$ cat config.mk
export PLATFORM = sky130hd
export DESIGN_NAME = dcache_top
export DESIGN_NICKNAME = d
export VERILOG_FILES = /design/src/common/dcache_pkg.sv /design/src/tagv/lutram.sv /design/src/tagv/dcache_tagv.sv /design/src/hdl/dcache_data.sv /design/src/hdl/dcache_lru.sv /design/src/hdl/dcache_ctrl.sv /design/src/hdl/dcache_top.sv
export VERILOG_INCLUDE_DIRS = /design/src /design/src/common
export SDC_FILE = /design/constraint.sdc
export NUM_CORES = 2
export LEC_CHECK = 0
export BUFFER_PORTS_ARGS = -buffer_cell sky130_fd_sc_hd__buf_2
export CAP_MARGIN = 20
export CORE_MARGIN = 2
export CORE_UTILIZATION = 35
export DETAILED_ROUTE_END_ITERATION = 7
export GPL_ROUTABILITY_DRIVEN = 0
export PLACE_DENSITY_LB_ADDON = 0.05
export SYNTH_ARGS = -nofsm -noshare
export SYNTH_HDL_FRONTEND = slang
export SYNTH_SLANG_ARGS = --single-unit
$ cat constraint.sdc
create_clock -name clk -period 12.7 [get_ports clk]
set_input_delay 1.27 -clock clk [delete_from_list [all_inputs] [get_ports clk]]
set_output_delay 1.27 -clock clk [all_outputs]
set_load 0.02 [all_outputs]
$ cat src/common/dcache_consts.svh
`ifndef DCACHE_CONSTS_SVH
`define DCACHE_CONSTS_SVH

////////////////////////////////////////////////////////////////////////
// Address split of a 32-bit byte address
////////////////////////////////////////////////////////////////////////

`define DC_ADDR_W   32
`define DC_TAG_W    25
`define DC_INDEX_W  4
// Byte offset within a line of two words
`define DC_OFFSET_W 3

////////////////////////////////////////////////////////////////////////
// Cache geometry
////////////////////////////////////////////////////////////////////////

`define DC_WAYS     2
`define DC_SETS     16
`define DC_WORDS    2

`endif

$ cat src/common/dcache_pkg.sv
`include "dcache_consts.svh"

package dcache_pkg;

    typedef logic [`DC_ADDR_W-1:0]  addr_t;
    typedef logic [`DC_TAG_W-1:0]   tag_t;
    typedef logic [`DC_INDEX_W-1:0] index_t;
    typedef logic [31:0]            word_t;
    typedef logic [`DC_WAYS-1:0]    way_mask_t;

    // Bit 1 requests a clear, bit 0 picks the way
    typedef logic [1:0] tagv_init_t;

    typedef enum logic [1:0] {
        OP_LOAD,
        OP_STORE,
        OP_INVAL
    } dc_op_e;

    typedef struct packed {
        dc_op_e op;
        addr_t  addr;
        word_t  wdata;
    } dc_req_t;

    typedef struct packed {
        word_t rdata;
    } dc_resp_t;

    typedef struct packed {
        addr_t addr;
        word_t wdata;
        logic  write;
    } mem_req_t;

    typedef enum logic [2:0] {
        CS_INIT,
        CS_IDLE,
        CS_LOOKUP,
        CS_REFILL,
        CS_WRITE,
        CS_FINISH
    } ctrl_state_e;

endpackage

$ cat src/tagv/lutram.sv
`include "dcache_consts.svh"

module lutram (
    input  logic               clk,

    // Write port
    input  dcache_pkg::index_t waddr,
    input  dcache_pkg::tag_t   din,
    input  logic               we,

    // Read port with tag compare
    input  dcache_pkg::index_t raddr,
    output dcache_pkg::tag_t   dout,
    input  dcache_pkg::tag_t   din_comp,
    output logic               hit
);

    import dcache_pkg::*;

    tag_t   mem [`DC_SETS];
    index_t raddr_q;

    always_ff @(posedge clk) begin
        if (we) begin
            mem[waddr] <= din;
        end
    end

    // Read address held for one cycle
    // A write to the same set shows up in dout right away
    always_ff @(posedge clk) begin
        raddr_q <= raddr;
    end

    assign dout = mem[raddr_q];

    // Tag match only, valid bit is added by the caller
    assign hit = (dout == din_comp);

endmodule

$ cat src/tagv/dcache_tagv.sv
`include "dcache_consts.svh"

module dcache_tagv (
    input  logic                   clk,

    // Lookup side
    input  dcache_pkg::index_t     addr_read,
    input  dcache_pkg::tag_t       din_compare,
    output dcache_pkg::way_mask_t  hit,

    // Update side
    input  dcache_pkg::tagv_init_t init,
    input  dcache_pkg::tag_t       din_write,
    input  dcache_pkg::index_t     addr_write,
    input  dcache_pkg::way_mask_t  unvalid,
    input  dcache_pkg::way_mask_t  we
);

    import dcache_pkg::*;

    logic [`DC_SETS-1:0] valid [`DC_WAYS];

    way_mask_t clr;
    way_mask_t v_wr;
    way_mask_t v_new;
    way_mask_t v_q;
    way_mask_t tag_match;

    ////////////////////////////////////////////////////////////////////////
    // Valid bit update, priority init > unvalid > we
    ////////////////////////////////////////////////////////////////////////

    always_comb begin
        for (int w = 0; w < `DC_WAYS; w++) begin
            clr[w] = init[1] && (init[0] == 1'(w));
            if (init[1]) begin
                v_wr[w]  = clr[w];
                v_new[w] = 1'b0;
            end else begin
                v_wr[w]  = unvalid[w] || we[w];
                v_new[w] = !unvalid[w];
            end
        end
    end

    always_ff @(posedge clk) begin
        for (int w = 0; w < `DC_WAYS; w++) begin
            if (v_wr[w]) begin
                valid[w][addr_write] <= v_new[w];
            end
        end
    end

    // Registered valid read
    // Same-set write in this cycle is forwarded
    always_ff @(posedge clk) begin
        for (int w = 0; w < `DC_WAYS; w++) begin
            if (v_wr[w] && (addr_write == addr_read)) begin
                v_q[w] <= v_new[w];
            end else begin
                v_q[w] <= valid[w][addr_read];
            end
        end
    end

    ////////////////////////////////////////////////////////////////////////
    // Tag storage, one lutram per way
    ////////////////////////////////////////////////////////////////////////

    for (genvar w = 0; w < `DC_WAYS; w++) begin : g_way
        lutram u_tags (
            .clk      (clk),
            .waddr    (addr_write),
            .din      (clr[w] ? '0 : din_write),
            .we       (we[w] || clr[w]),
            .raddr    (addr_read),
            .dout     (),
            .din_comp (din_compare),
            .hit      (tag_match[w])
        );
    end

    assign hit = tag_match & v_q;

    // Init sweep and refill never overlap
    a_init_no_we: assert property (@(posedge clk) init[1] |-> (we == '0));

endmodule

$ cat src/hdl/dcache_data.sv
`include "dcache_consts.svh"

module dcache_data (
    input  logic                  clk,

    // Read port, both ways at once
    input  dcache_pkg::index_t    raddr,
    output dcache_pkg::word_t [`DC_WAYS-1:0][`DC_WORDS-1:0] rdata,

    // Word write into the masked ways
    input  dcache_pkg::index_t    waddr,
    input  logic                  wword,
    input  dcache_pkg::way_mask_t wmask,
    input  dcache_pkg::word_t     wdata
);

    import dcache_pkg::*;

    word_t  mem [`DC_WAYS][`DC_SETS][`DC_WORDS];
    index_t raddr_q;

    always_ff @(posedge clk) begin
        for (int w = 0; w < `DC_WAYS; w++) begin
            if (wmask[w]) begin
                mem[w][waddr][wword] <= wdata;
            end
        end
    end

    // Read index registered, so a refill word is visible next cycle
    always_ff @(posedge clk) begin
        raddr_q <= raddr;
    end

    always_comb begin
        for (int w = 0; w < `DC_WAYS; w++) begin
            for (int k = 0; k < `DC_WORDS; k++) begin
                rdata[w][k] = mem[w][raddr_q][k];
            end
        end
    end

    // Store hit or refill targets a single way
    a_wmask_onehot: assert property (@(posedge clk) wmask[0] |-> !wmask[1]);

endmodule

$ cat src/hdl/dcache_lru.sv
`include "dcache_consts.svh"

module dcache_lru (
    input  logic               clk,
    input  logic               rst,
    input  dcache_pkg::index_t index,
    input  logic               touch,
    input  logic               touch_way,
    output logic               victim
);

    import dcache_pkg::*;

    // One bit per set, the way to evict next
    logic [`DC_SETS-1:0] next_way;

    always_ff @(posedge clk) begin
        if (rst) begin
            next_way <= '0;
        end else if (touch) begin
            next_way[index] <= !touch_way;
        end
    end

    assign victim = next_way[index];

endmodule

$ cat src/hdl/dcache_ctrl.sv
`include "dcache_consts.svh"

module dcache_ctrl (
    input  logic                   clk,
    input  logic                   rst,

    // CPU side
    input  logic                   req,
    input  dcache_pkg::dc_req_t    req_data,
    output logic                   busy,
    output logic                   resp_valid,
    output dcache_pkg::dc_resp_t   resp_data,

    // Tag array
    output dcache_pkg::index_t     tag_raddr,
    output dcache_pkg::tag_t       tag_cmp,
    output dcache_pkg::index_t     tag_waddr,
    output dcache_pkg::tag_t       tag_wtag,
    output dcache_pkg::way_mask_t  tag_we,
    output dcache_pkg::way_mask_t  tag_unvalid,
    output dcache_pkg::tagv_init_t tag_init,
    input  dcache_pkg::way_mask_t  tag_hit,

    // Data array
    output dcache_pkg::index_t     data_raddr,
    output dcache_pkg::index_t     data_waddr,
    output logic                   data_wword,
    output dcache_pkg::way_mask_t  data_wmask,
    output dcache_pkg::word_t      data_wdata,
    input  dcache_pkg::word_t [`DC_WAYS-1:0][`DC_WORDS-1:0] data_rdata,

    // LRU
    output dcache_pkg::index_t     lru_index,
    output logic                   lru_touch,
    output logic                   lru_touch_way,
    input  logic                   lru_victim,

    // Memory side
    output logic                   mem_valid,
    output dcache_pkg::mem_req_t   mem_req,
    input  logic                   mem_ack,
    input  dcache_pkg::word_t      mem_rdata
);

    import dcache_pkg::*;

    ctrl_state_e         state;
    dc_req_t             req_q;
    logic [`DC_INDEX_W:0] init_cnt;
    logic                refill_word;
    logic                victim_q;

    logic      accept;
    logic      in_lookup;
    logic      in_refill;
    tag_t      req_tag;
    index_t    req_index;
    logic      req_word;
    logic      hit_any;
    logic      hit_way;
    logic      ack_word;
    logic      refill_done;
    way_mask_t victim_mask;

    assign busy       = !(state == CS_IDLE || state == CS_FINISH);
    assign resp_valid = (state == CS_FINISH);
    assign accept     = req && !busy;
    assign in_lookup  = (state == CS_LOOKUP);
    assign in_refill  = (state == CS_REFILL);

    assign req_tag   = req_q.addr[`DC_ADDR_W-1 -: `DC_TAG_W];
    assign req_index = req_q.addr[`DC_OFFSET_W +: `DC_INDEX_W];
    assign req_word  = req_q.addr[`DC_OFFSET_W-1];

    assign hit_any     = |tag_hit;
    assign hit_way     = tag_hit[1];
    assign ack_word    = in_refill && mem_valid && mem_ack;
    assign refill_done = ack_word && refill_word;
    assign victim_mask = way_mask_t'(1'b1) << victim_q;

    ////////////////////////////////////////////////////////////////////////
    // FSM
    ////////////////////////////////////////////////////////////////////////

    always_ff @(posedge clk) begin
        if (rst) begin
            state       <= CS_INIT;
            init_cnt    <= '0;
            refill_word <= 1'b0;
            mem_valid   <= 1'b0;
        end else begin
            case (state)
                // Way 0 sets first, then way 1
                CS_INIT: begin
                    init_cnt <= init_cnt + 1'b1;
                    if (&init_cnt) begin
                        state <= CS_IDLE;
                    end
                end
                CS_IDLE, CS_FINISH: begin
                    state <= accept ? CS_LOOKUP : CS_IDLE;
                end
                CS_LOOKUP: begin
                    if (req_q.op == OP_STORE) begin
                        state     <= CS_WRITE;
                        mem_valid <= 1'b1;
                    end else if (req_q.op == OP_LOAD && !hit_any) begin
                        state       <= CS_REFILL;
                        mem_valid   <= 1'b1;
                        refill_word <= 1'b0;
                    end else begin
                        state <= CS_FINISH;
                    end
                end
                // One idle cycle between the two word reads
                CS_REFILL: begin
                    if (ack_word) begin
                        mem_valid <= 1'b0;
                        if (refill_word) begin
                            state <= CS_LOOKUP;
                        end else begin
                            refill_word <= 1'b1;
                        end
                    end else begin
                        mem_valid <= 1'b1;
                    end
                end
                CS_WRITE: begin
                    if (mem_valid && mem_ack) begin
                        mem_valid <= 1'b0;
                        state     <= CS_FINISH;
                    end
                end
                default: state <= CS_IDLE;
            endcase
        end
    end

    always_ff @(posedge clk) begin
        if (accept) begin
            req_q <= req_data;
        end
        if (in_lookup && !hit_any) begin
            victim_q <= lru_victim;
        end
        if (in_lookup) begin
            resp_data.rdata <= (req_q.op == OP_LOAD) ? data_rdata[hit_way][req_word] : '0;
        end
    end

    ////////////////////////////////////////////////////////////////////////
    // Array and memory controls
    ////////////////////////////////////////////////////////////////////////

    // Arrays see the incoming index while a request can be taken
    assign tag_raddr = busy ? req_index : req_data.addr[`DC_OFFSET_W +: `DC_INDEX_W];
    assign tag_cmp   = req_tag;
    assign tag_waddr = (state == CS_INIT) ? init_cnt[`DC_INDEX_W-1:0] : req_index;
    assign tag_wtag  = req_tag;
    assign tag_we    = refill_done ? victim_mask : '0;
    assign tag_init  = (state == CS_INIT) ? {1'b1, init_cnt[`DC_INDEX_W]} : 2'b00;

    assign tag_unvalid = (in_lookup && req_q.op == OP_INVAL) ? tag_hit : '0;

    assign data_raddr = tag_raddr;
    assign data_waddr = req_index;
    assign data_wword = in_refill ? refill_word : req_word;
    assign data_wdata = in_refill ? mem_rdata : req_q.wdata;

    always_comb begin
        if (ack_word) begin
            data_wmask = victim_mask;
        end else if (in_lookup && req_q.op == OP_STORE) begin
            data_wmask = tag_hit;
        end else begin
            data_wmask = '0;
        end
    end

    assign lru_index     = req_index;
    assign lru_touch     = refill_done || (in_lookup && hit_any && req_q.op != OP_INVAL);
    assign lru_touch_way = in_refill ? victim_q : hit_way;

    assign mem_req.addr  = in_refill ?
                           {req_tag, req_index, refill_word, {(`DC_OFFSET_W-1){1'b0}}} :
                           req_q.addr;
    assign mem_req.wdata = req_q.wdata;
    assign mem_req.write = (state == CS_WRITE);

    a_mem_req_stable: assert property (@(posedge clk) disable iff (rst)
        (mem_valid && !mem_ack) |=> (mem_valid && $stable(mem_req)));

endmodule

$ cat src/hdl/dcache_top.sv
`include "dcache_consts.svh"

module dcache_top (
    input  logic                 clk,
    input  logic                 rst,

    input  logic                 req,
    input  dcache_pkg::dc_req_t  req_data,
    output logic                 busy,
    output logic                 resp_valid,
    output dcache_pkg::dc_resp_t resp_data,

    output logic                 mem_valid,
    output dcache_pkg::mem_req_t mem_req,
    input  logic                 mem_ack,
    input  dcache_pkg::word_t    mem_rdata
);

    import dcache_pkg::*;

    index_t     tag_raddr;
    index_t     tag_waddr;
    tag_t       tag_cmp;
    tag_t       tag_wtag;
    way_mask_t  tag_hit;
    way_mask_t  tag_we;
    way_mask_t  tag_unvalid;
    tagv_init_t tag_init;

    index_t     data_raddr;
    index_t     data_waddr;
    logic       data_wword;
    way_mask_t  data_wmask;
    word_t      data_wdata;
    word_t [`DC_WAYS-1:0][`DC_WORDS-1:0] data_rdata;

    index_t     lru_index;
    logic       lru_touch;
    logic       lru_touch_way;
    logic       lru_victim;

    dcache_ctrl u_ctrl (
        .clk (clk), .rst (rst),
        .req (req), .req_data (req_data), .busy (busy),
        .resp_valid (resp_valid), .resp_data (resp_data),
        .tag_raddr (tag_raddr), .tag_cmp (tag_cmp), .tag_waddr (tag_waddr),
        .tag_wtag (tag_wtag), .tag_we (tag_we), .tag_unvalid (tag_unvalid),
        .tag_init (tag_init), .tag_hit (tag_hit),
        .data_raddr (data_raddr), .data_waddr (data_waddr), .data_wword (data_wword),
        .data_wmask (data_wmask), .data_wdata (data_wdata), .data_rdata (data_rdata),
        .lru_index (lru_index), .lru_touch (lru_touch),
        .lru_touch_way (lru_touch_way), .lru_victim (lru_victim),
        .mem_valid (mem_valid), .mem_req (mem_req),
        .mem_ack (mem_ack), .mem_rdata (mem_rdata)
    );

    dcache_tagv u_tagv (
        .clk (clk), .addr_read (tag_raddr), .din_compare (tag_cmp), .hit (tag_hit),
        .init (tag_init), .din_write (tag_wtag), .addr_write (tag_waddr),
        .unvalid (tag_unvalid), .we (tag_we)
    );

    dcache_data u_data (
        .clk (clk), .raddr (data_raddr), .rdata (data_rdata), .waddr (data_waddr),
        .wword (data_wword), .wmask (data_wmask), .wdata (data_wdata)
    );

    dcache_lru u_lru (
        .clk (clk), .rst (rst), .index (lru_index), .touch (lru_touch),
        .touch_way (lru_touch_way), .victim (lru_victim)
    );

endmodule

=== Word-level counts from Yosys, hierarchy flattened ===
Memory sizes are Yosys's and may differ from the RTL's. A register that Yosys moved wholly into a read port is not among the register bits.
Cells that the tools add are included.

* Add/sub/neg operators: 1
* Multiply operators: 0
* Div/mod/pow operators: 0
* Order comparisons: 12
* Eq/ne operators: 18
* Shifts and indexed selects: 1
* Muxes and demuxes: 73
* Bitwise operators: 5
* Reductions and logical operators: 40

{| class="wikitable"
|+ Operator list
! kind !! count
|-
| $mux 1024 || 2
|-
| $bmux 64 s4 || 2
|-
| $mux 64 || 7
|-
| $demux 64 s4 || 1
|-
| $mux 32 || 4
|-
| $eq 25x25->1 || 2
|-
| $mux 25 || 2
|-
| $demux 32 s1 || 1
|-
| $mux 16 || 2
|-
| $mux 1 || 28
|-
| $mux 3 || 7
|-
| $logic_and 1x1->1 || 19
|-
| $bwmux 16 || 1
|-
| $lt 4x5->1 const B || 3
|-
| $pmux 3 s5 || 1
|-
| $bmux 1 s4 || 3
|-
| $mux 2 || 6
|-
| $ge 5x5->1 const B || 2
|-
| $not 4->5 || 2
|-
| $demux 1 s4 || 2
|-
| $ge 4x1->1 const B || 2
|-
| $mux 4 || 2
|-
| $ne 2x2->1 const B || 4
|-
| $reduce_and 4->1 || 2
|-
| other kinds (28) || 43
|}

* Flip-flop bits (word level): 131
* Bits in latches: 0
* RAM bits: 2880
* Bits in read-only memories: 0
* Input port bits: 102
* Output and inout port bits: 100
* Word-level logic and storage cells: 166
* Memories kept: 4

{| class="wikitable"
|+ Memories
! name !! words !! bits a word !! rd ports !! clocked after memory_dff !! wr ports !! line !! RTL
|-
| u_data.mem || 2 || 1024 || 2 || 0 || 2 || dcache_data.sv:19 || <nowiki>word_t mem [`DC_WAYS][`DC_SETS][`DC_WORDS];</nowiki>
|-
| u_tagv.g_way[0].u_tags.mem || 16 || 25 || 1 || 1 || 1 || lutram.sv:20 || <nowiki>tag_t mem [`DC_SETS];</nowiki>
|-
| u_tagv.g_way[1].u_tags.mem || 16 || 25 || 1 || 1 || 1 || lutram.sv:20 ||
|-
| u_tagv.valid || 2 || 16 || 2 || 0 || 2 || dcache_tagv.sv:21 || <nowiki>logic [`DC_SETS-1:0] valid [`DC_WAYS];</nowiki>
|}

=== Logic depth before layout (Yosys ltp) ===
* Depth in word-level cells: 10
* Gate-level depth with buffers: 16
* Depth with buffers taken out: 10

=== Cells and area by module ===
Synthesis repeated with hierarchy kept, for this count alone.

* Cell total of the unflattened synthesis: 5533
* Area, all modules: 119083.0 um^2

{| class="wikitable"
|+ By module, submodules not included
! module !! times used !! cells each !! area an instance (um^2)
|-
| dcache_data || 1 || 3176 || 77653.2
|-
| lutram || 2 || 839 || 16325.7
|-
| dcache_ctrl || 1 || 430 || 6023.3
|-
| dcache_tagv || 1 || 174 || 1961.9
|-
| dcache_lru || 1 || 75 || 793.3
|}

=== Least setup slack after synthesis ===
Ideal clock, no wire load.

* Path type: reg-to-reg
* From: register u_data.raddr_q[1] (netlist name)
* To: memory u_data.mem[0][1088] (netlist name) (enable)
* Arrival: 5359 ps
* Required time: 12230 ps
* Slack: 6871 ps
* Cell stages (with the launch flop): 15
* Buffers on the path: 5
* Clock period less this slack: 5829 ps
* Cells stage by stage: dfxtp_1 -> buf_6 -> buf_8 -> buf_8 -> buf_6 -> mux4_2 -> mux2i_1 -> xnor2_1 -> a311oi_2 -> a31oi_2 -> or3_1 -> nor3_2 -> nand4b_4 -> buf_6 -> a211oi_1

{| class="wikitable"
|+ RTL lines
! what !! line
|-
| to (decl) || dcache_data.sv:19
|}

==> flow_metrics.tcl <==
set metrics [dict create \
    p_seq_frac 0.443 \
    hold_path.class "register to register" \
    setup_viol 0 \
    power.leakage_nw 42.5 \
    vias_per_cell 5.33 \
    synth_area_leaders "edfxtp_1, mux4_2, mux2i_1" \
    h-tree-depth 5 \
    cts_setup_buffers 0 \
    fin_crit_sh 0.517 \
    syn_area_mm2 0.118 \
    synthCells 5291 \
    routed_wl_um 353000 \
    finalNetCount 5794 \
    synth_area_per_cell_um2 22.4 \
    area_growth_syn_to_layout_pct 15.3 \
    outcome "completed" \
    rr_startpoint "u_data.raddr_q[2]" \
    setup_slack_ps 6130 \
    rsz0062_at_grt "no" \
    cp_max_fo 80 \
    clk_pin_slew_worst_paths_ps 60 \
    clock-sinks 3011 \
    worst_setup_path_start_kind "register" \
    synth_top_area_share 0.756 \
    slew-limit-headroom 0.256 \
    critPathKind "register to register" \
    insertion_delay_ps 930 \
    routedWlPerCell_um 33.8 \
    core_area_mm2 0.337 \
    max_freq_mhz 152 \
    r2r_slack_ps 6130 \
    clockBufferDepth 4 \
    power.density_mw_per_mm2 194 \
    worstPathArrival_ps 7100 \
    pwr-share-clk 0.359 \
    first_global_vias 57500 \
    holdWs_ps 521 \
    intPower_mw 19.1 \
    yosysWarnings 0 \
    dp_slack_ps 6010 \
    p_sw_mw 7.29 \
    cts_tree "yes" \
    drv_cap 0 \
    dpl_cell_area_mm2 0.126 \
    dpl.hpwl_um 202000 \
    drc_errors 0 \
    firstDrtPassIters 7 \
    worstMarginPinSlew_ps 1110 \
    initial_core_util 0.351 \
    fin_crit_ps 6570 \
    hold_viol_final 0 \
    slew_violations 0 \
    synth-seq-cells 3011 \
    hold_depth 2 \
    worstPathRequired_ps 13230 \
    row_count 213 \
    ir_drop_uv 114 \
    async_flop_share 0 \
    synth_fp_nets 5395 \
    drive_gt1_frac 0.318 \
    pwr-share-comb 0.197 \
    fin_area_mm2 0.136 \
    root_buffer "clkbuf_16" \
    fin_cells 10500 \
    dieArea_mm2 0.343 \
    overflow 0 \
    timing.rr.end "u_data.mem[0][209]" \
    die_h_um 585 \
    hp-start "u_lru.next_way[6]" \
    switching_share 0.276 \
    numCtsBuffers 341 \
    numPlacedInstances 9854 \
    die_w_um 585 \
    portBuffers 201 \
    io_pins 202 \
    gr-usage-all-layers 0.205 \
    initialDrtViolationCount 5315 \
    antenna_found_initial 36 \
    synth_flop_cell "edfxtp_1" \
    num_vias 55800 \
    reg2reg_depth 11 \
    antenna_left 0 \
    fin_worst_skew_ps 49.4 \
    ys_types 82 \
    synth_seq_area_share 0.762 \
    fin_tns_setup_ps 0 \
    grt_start_max_net_pins 127 \
    cts-resized-gates 0 \
    synth_area_leader_cell "edfxtp_1" \
    hold_buffers 0 \
    synth_edf_count 2979 \
    grt_pass1_wl_um 484000 \
    hold_path_end "u_lru.next_way[6]" \
    cp-end-kind "register" \
]
-- placed cells by master (no fill, tap or decap), types with 26 or more instances in the layout --
cell / n
clkinv_2: 48
clkbuf_1: 81
clkinv_1: 81
buf_4: 199
nand2_1: 155
bufinv_16: 26
a211oi_4: 33
mux2i_1: 149
and2b_1: 29
nor2_4: 67
a21oi_1: 33
clkbuf_16: 350
nand3_1: 31
dfxtp_1: 28
edfxtp_1: 2979
nor2_1: 64
mux4_2: 833
buf_2: 201
nor2b_1: 29
xnor2_1: 49
nor3_1: 51
a22oi_1: 27
-- worst max-delay path by stage --
stage | from | to | cells after the start
finish | u_data.raddr_q[2] | u_data.mem[0][209] | 11
global route | u_data.raddr_q[0] | u_ctrl.resp_data[15] | 9
CTS | u_data.raddr_q[0] | u_ctrl.resp_data[15] | 9
detailed placement | u_data.raddr_q[0] | u_ctrl.resp_data[15] | 9
global placement | u_data.raddr_q[0] | u_ctrl.resp_data[15] | 9
floorplan | u_data.raddr_q[1] | u_data.mem[0][1088] | 14
-- worst max-delay path: stages (launching register included) --
cell	delay, ps
dfxtp_4	900
buf_12	590
mux4_2	600
mux4_2	480
xnor2_1	150
nand2_1	70
a2111oi_0	590
or4b_4	590
nor3_2	600
o21ai_4	430
nor2_4	590
buf_4	480
-- final cells by class --
type,instances,area [µm²]
antenna,6,15.0
clock buffer,434,9100
clock inverter,168,1500
fill,29700,200000
inverter,24,97.6
multi-input combinational,1895,27100
sequential,3011,90100
tap,4515,5650
timing repair buffer,417,2830
-- sequential cells by signal (all words and copies together), names as in the netlist --
| name | cells |
|---|---|
| u_data.mem | 2048 |
| u_tagv.g_way.u_tags.mem | 800 |
| u_ctrl.mem_req | 32 |
| u_ctrl.resp_data | 32 |
| u_tagv.valid | 32 |
| u_ctrl.tag_cmp | 25 |
| u_lru.next_way | 16 |
| u_ctrl.init_cnt | 5 |
| u_ctrl.req_q | 5 |
| u_ctrl.data_waddr | 4 |
| u_data.raddr_q | 4 |
| u_ctrl.state | 3 |
| u_tagv.v_q | 2 |
| u_ctrl.mem_valid | 1 |
| u_ctrl.refill_word | 1 |
| u_ctrl.victim_q | 1 |
-- layer usage --
metal,track usage,up-vias,part of all wire
li1,-,23100,-
met1,0.280,30700,0.43
met2,0.341,1612,0.49
met3,0.0344,446,0.052
met4,0.0553,4,0.029
met5,0,-,0.000096
-- logic make-up (layout without fill, tap and decap cells) --
kind of cell / after synthesis / in the layout / synth area share
DFF: 3011 / 3011 / 0.762
muxes: 1013 / 1013 / 0.175
and+or+nand+nor: 592 / 592 / 0.0255
buffers and inverters: 385 / 1043 / 0.0182
AOI/OAI and AO/OA: 223 / 223 / 0.0142
xor gates and xnor gates: 65 / 65 / 0.00481
adders and majority gates: 2 / 2 / 0.000212
other: 0 / 6 / 0
-- power by group through the flow --
stage,clock network (mW),logic (mW),registers [mW]
detailed placement,0,5.35,11.9
floorplan,0,3.41,11.8
finish,9.50,5.22,11.7
global placement,0,5.33,11.9
global route,10.1,5.57,11.7
CTS,9.76,5.36,11.7
-- stage by stage --
step | power (mW) | utilization
2_1_floorplan | 15.2 | -
3_3_place_gp | 17.3 | 0.373
3_5_place_dp | 17.3 | 0.373
4_1_cts | 26.8 | 0.405
5_1_grt | 27.4 | 0.405
6_report | 26.4 | 0.405
-- cell usage after synthesis, types with 16 or more instances --
| cell | number |
|---|---|
| a2111oi_0 | 18 |
| a211oi_1 | 34 |
| a21oi_1 | 34 |
| a22oi_1 | 27 |
| and2_1 | 24 |
| and2b_1 | 29 |
| buf_1 | 28 |
| buf_2 | 85 |
| buf_4 | 81 |
| buf_6 | 21 |
| clkbuf_1 | 135 |
| dfxtp_1 | 32 |
| edfxtp_1 | 2979 |
| inv_1 | 18 |
| mux2_2 | 19 |
| mux2i_1 | 151 |
| mux4_2 | 833 |
| nand2_1 | 189 |
| nand3_1 | 31 |
| nor2_1 | 131 |
| nor2b_1 | 30 |
| nor3_1 | 52 |
| nor4b_1 | 17 |
| o21ai_0 | 17 |
| xnor2_1 | 49 |
| xor2_1 | 16 |
Note: power is estimated with default switching activity, not from simulation.
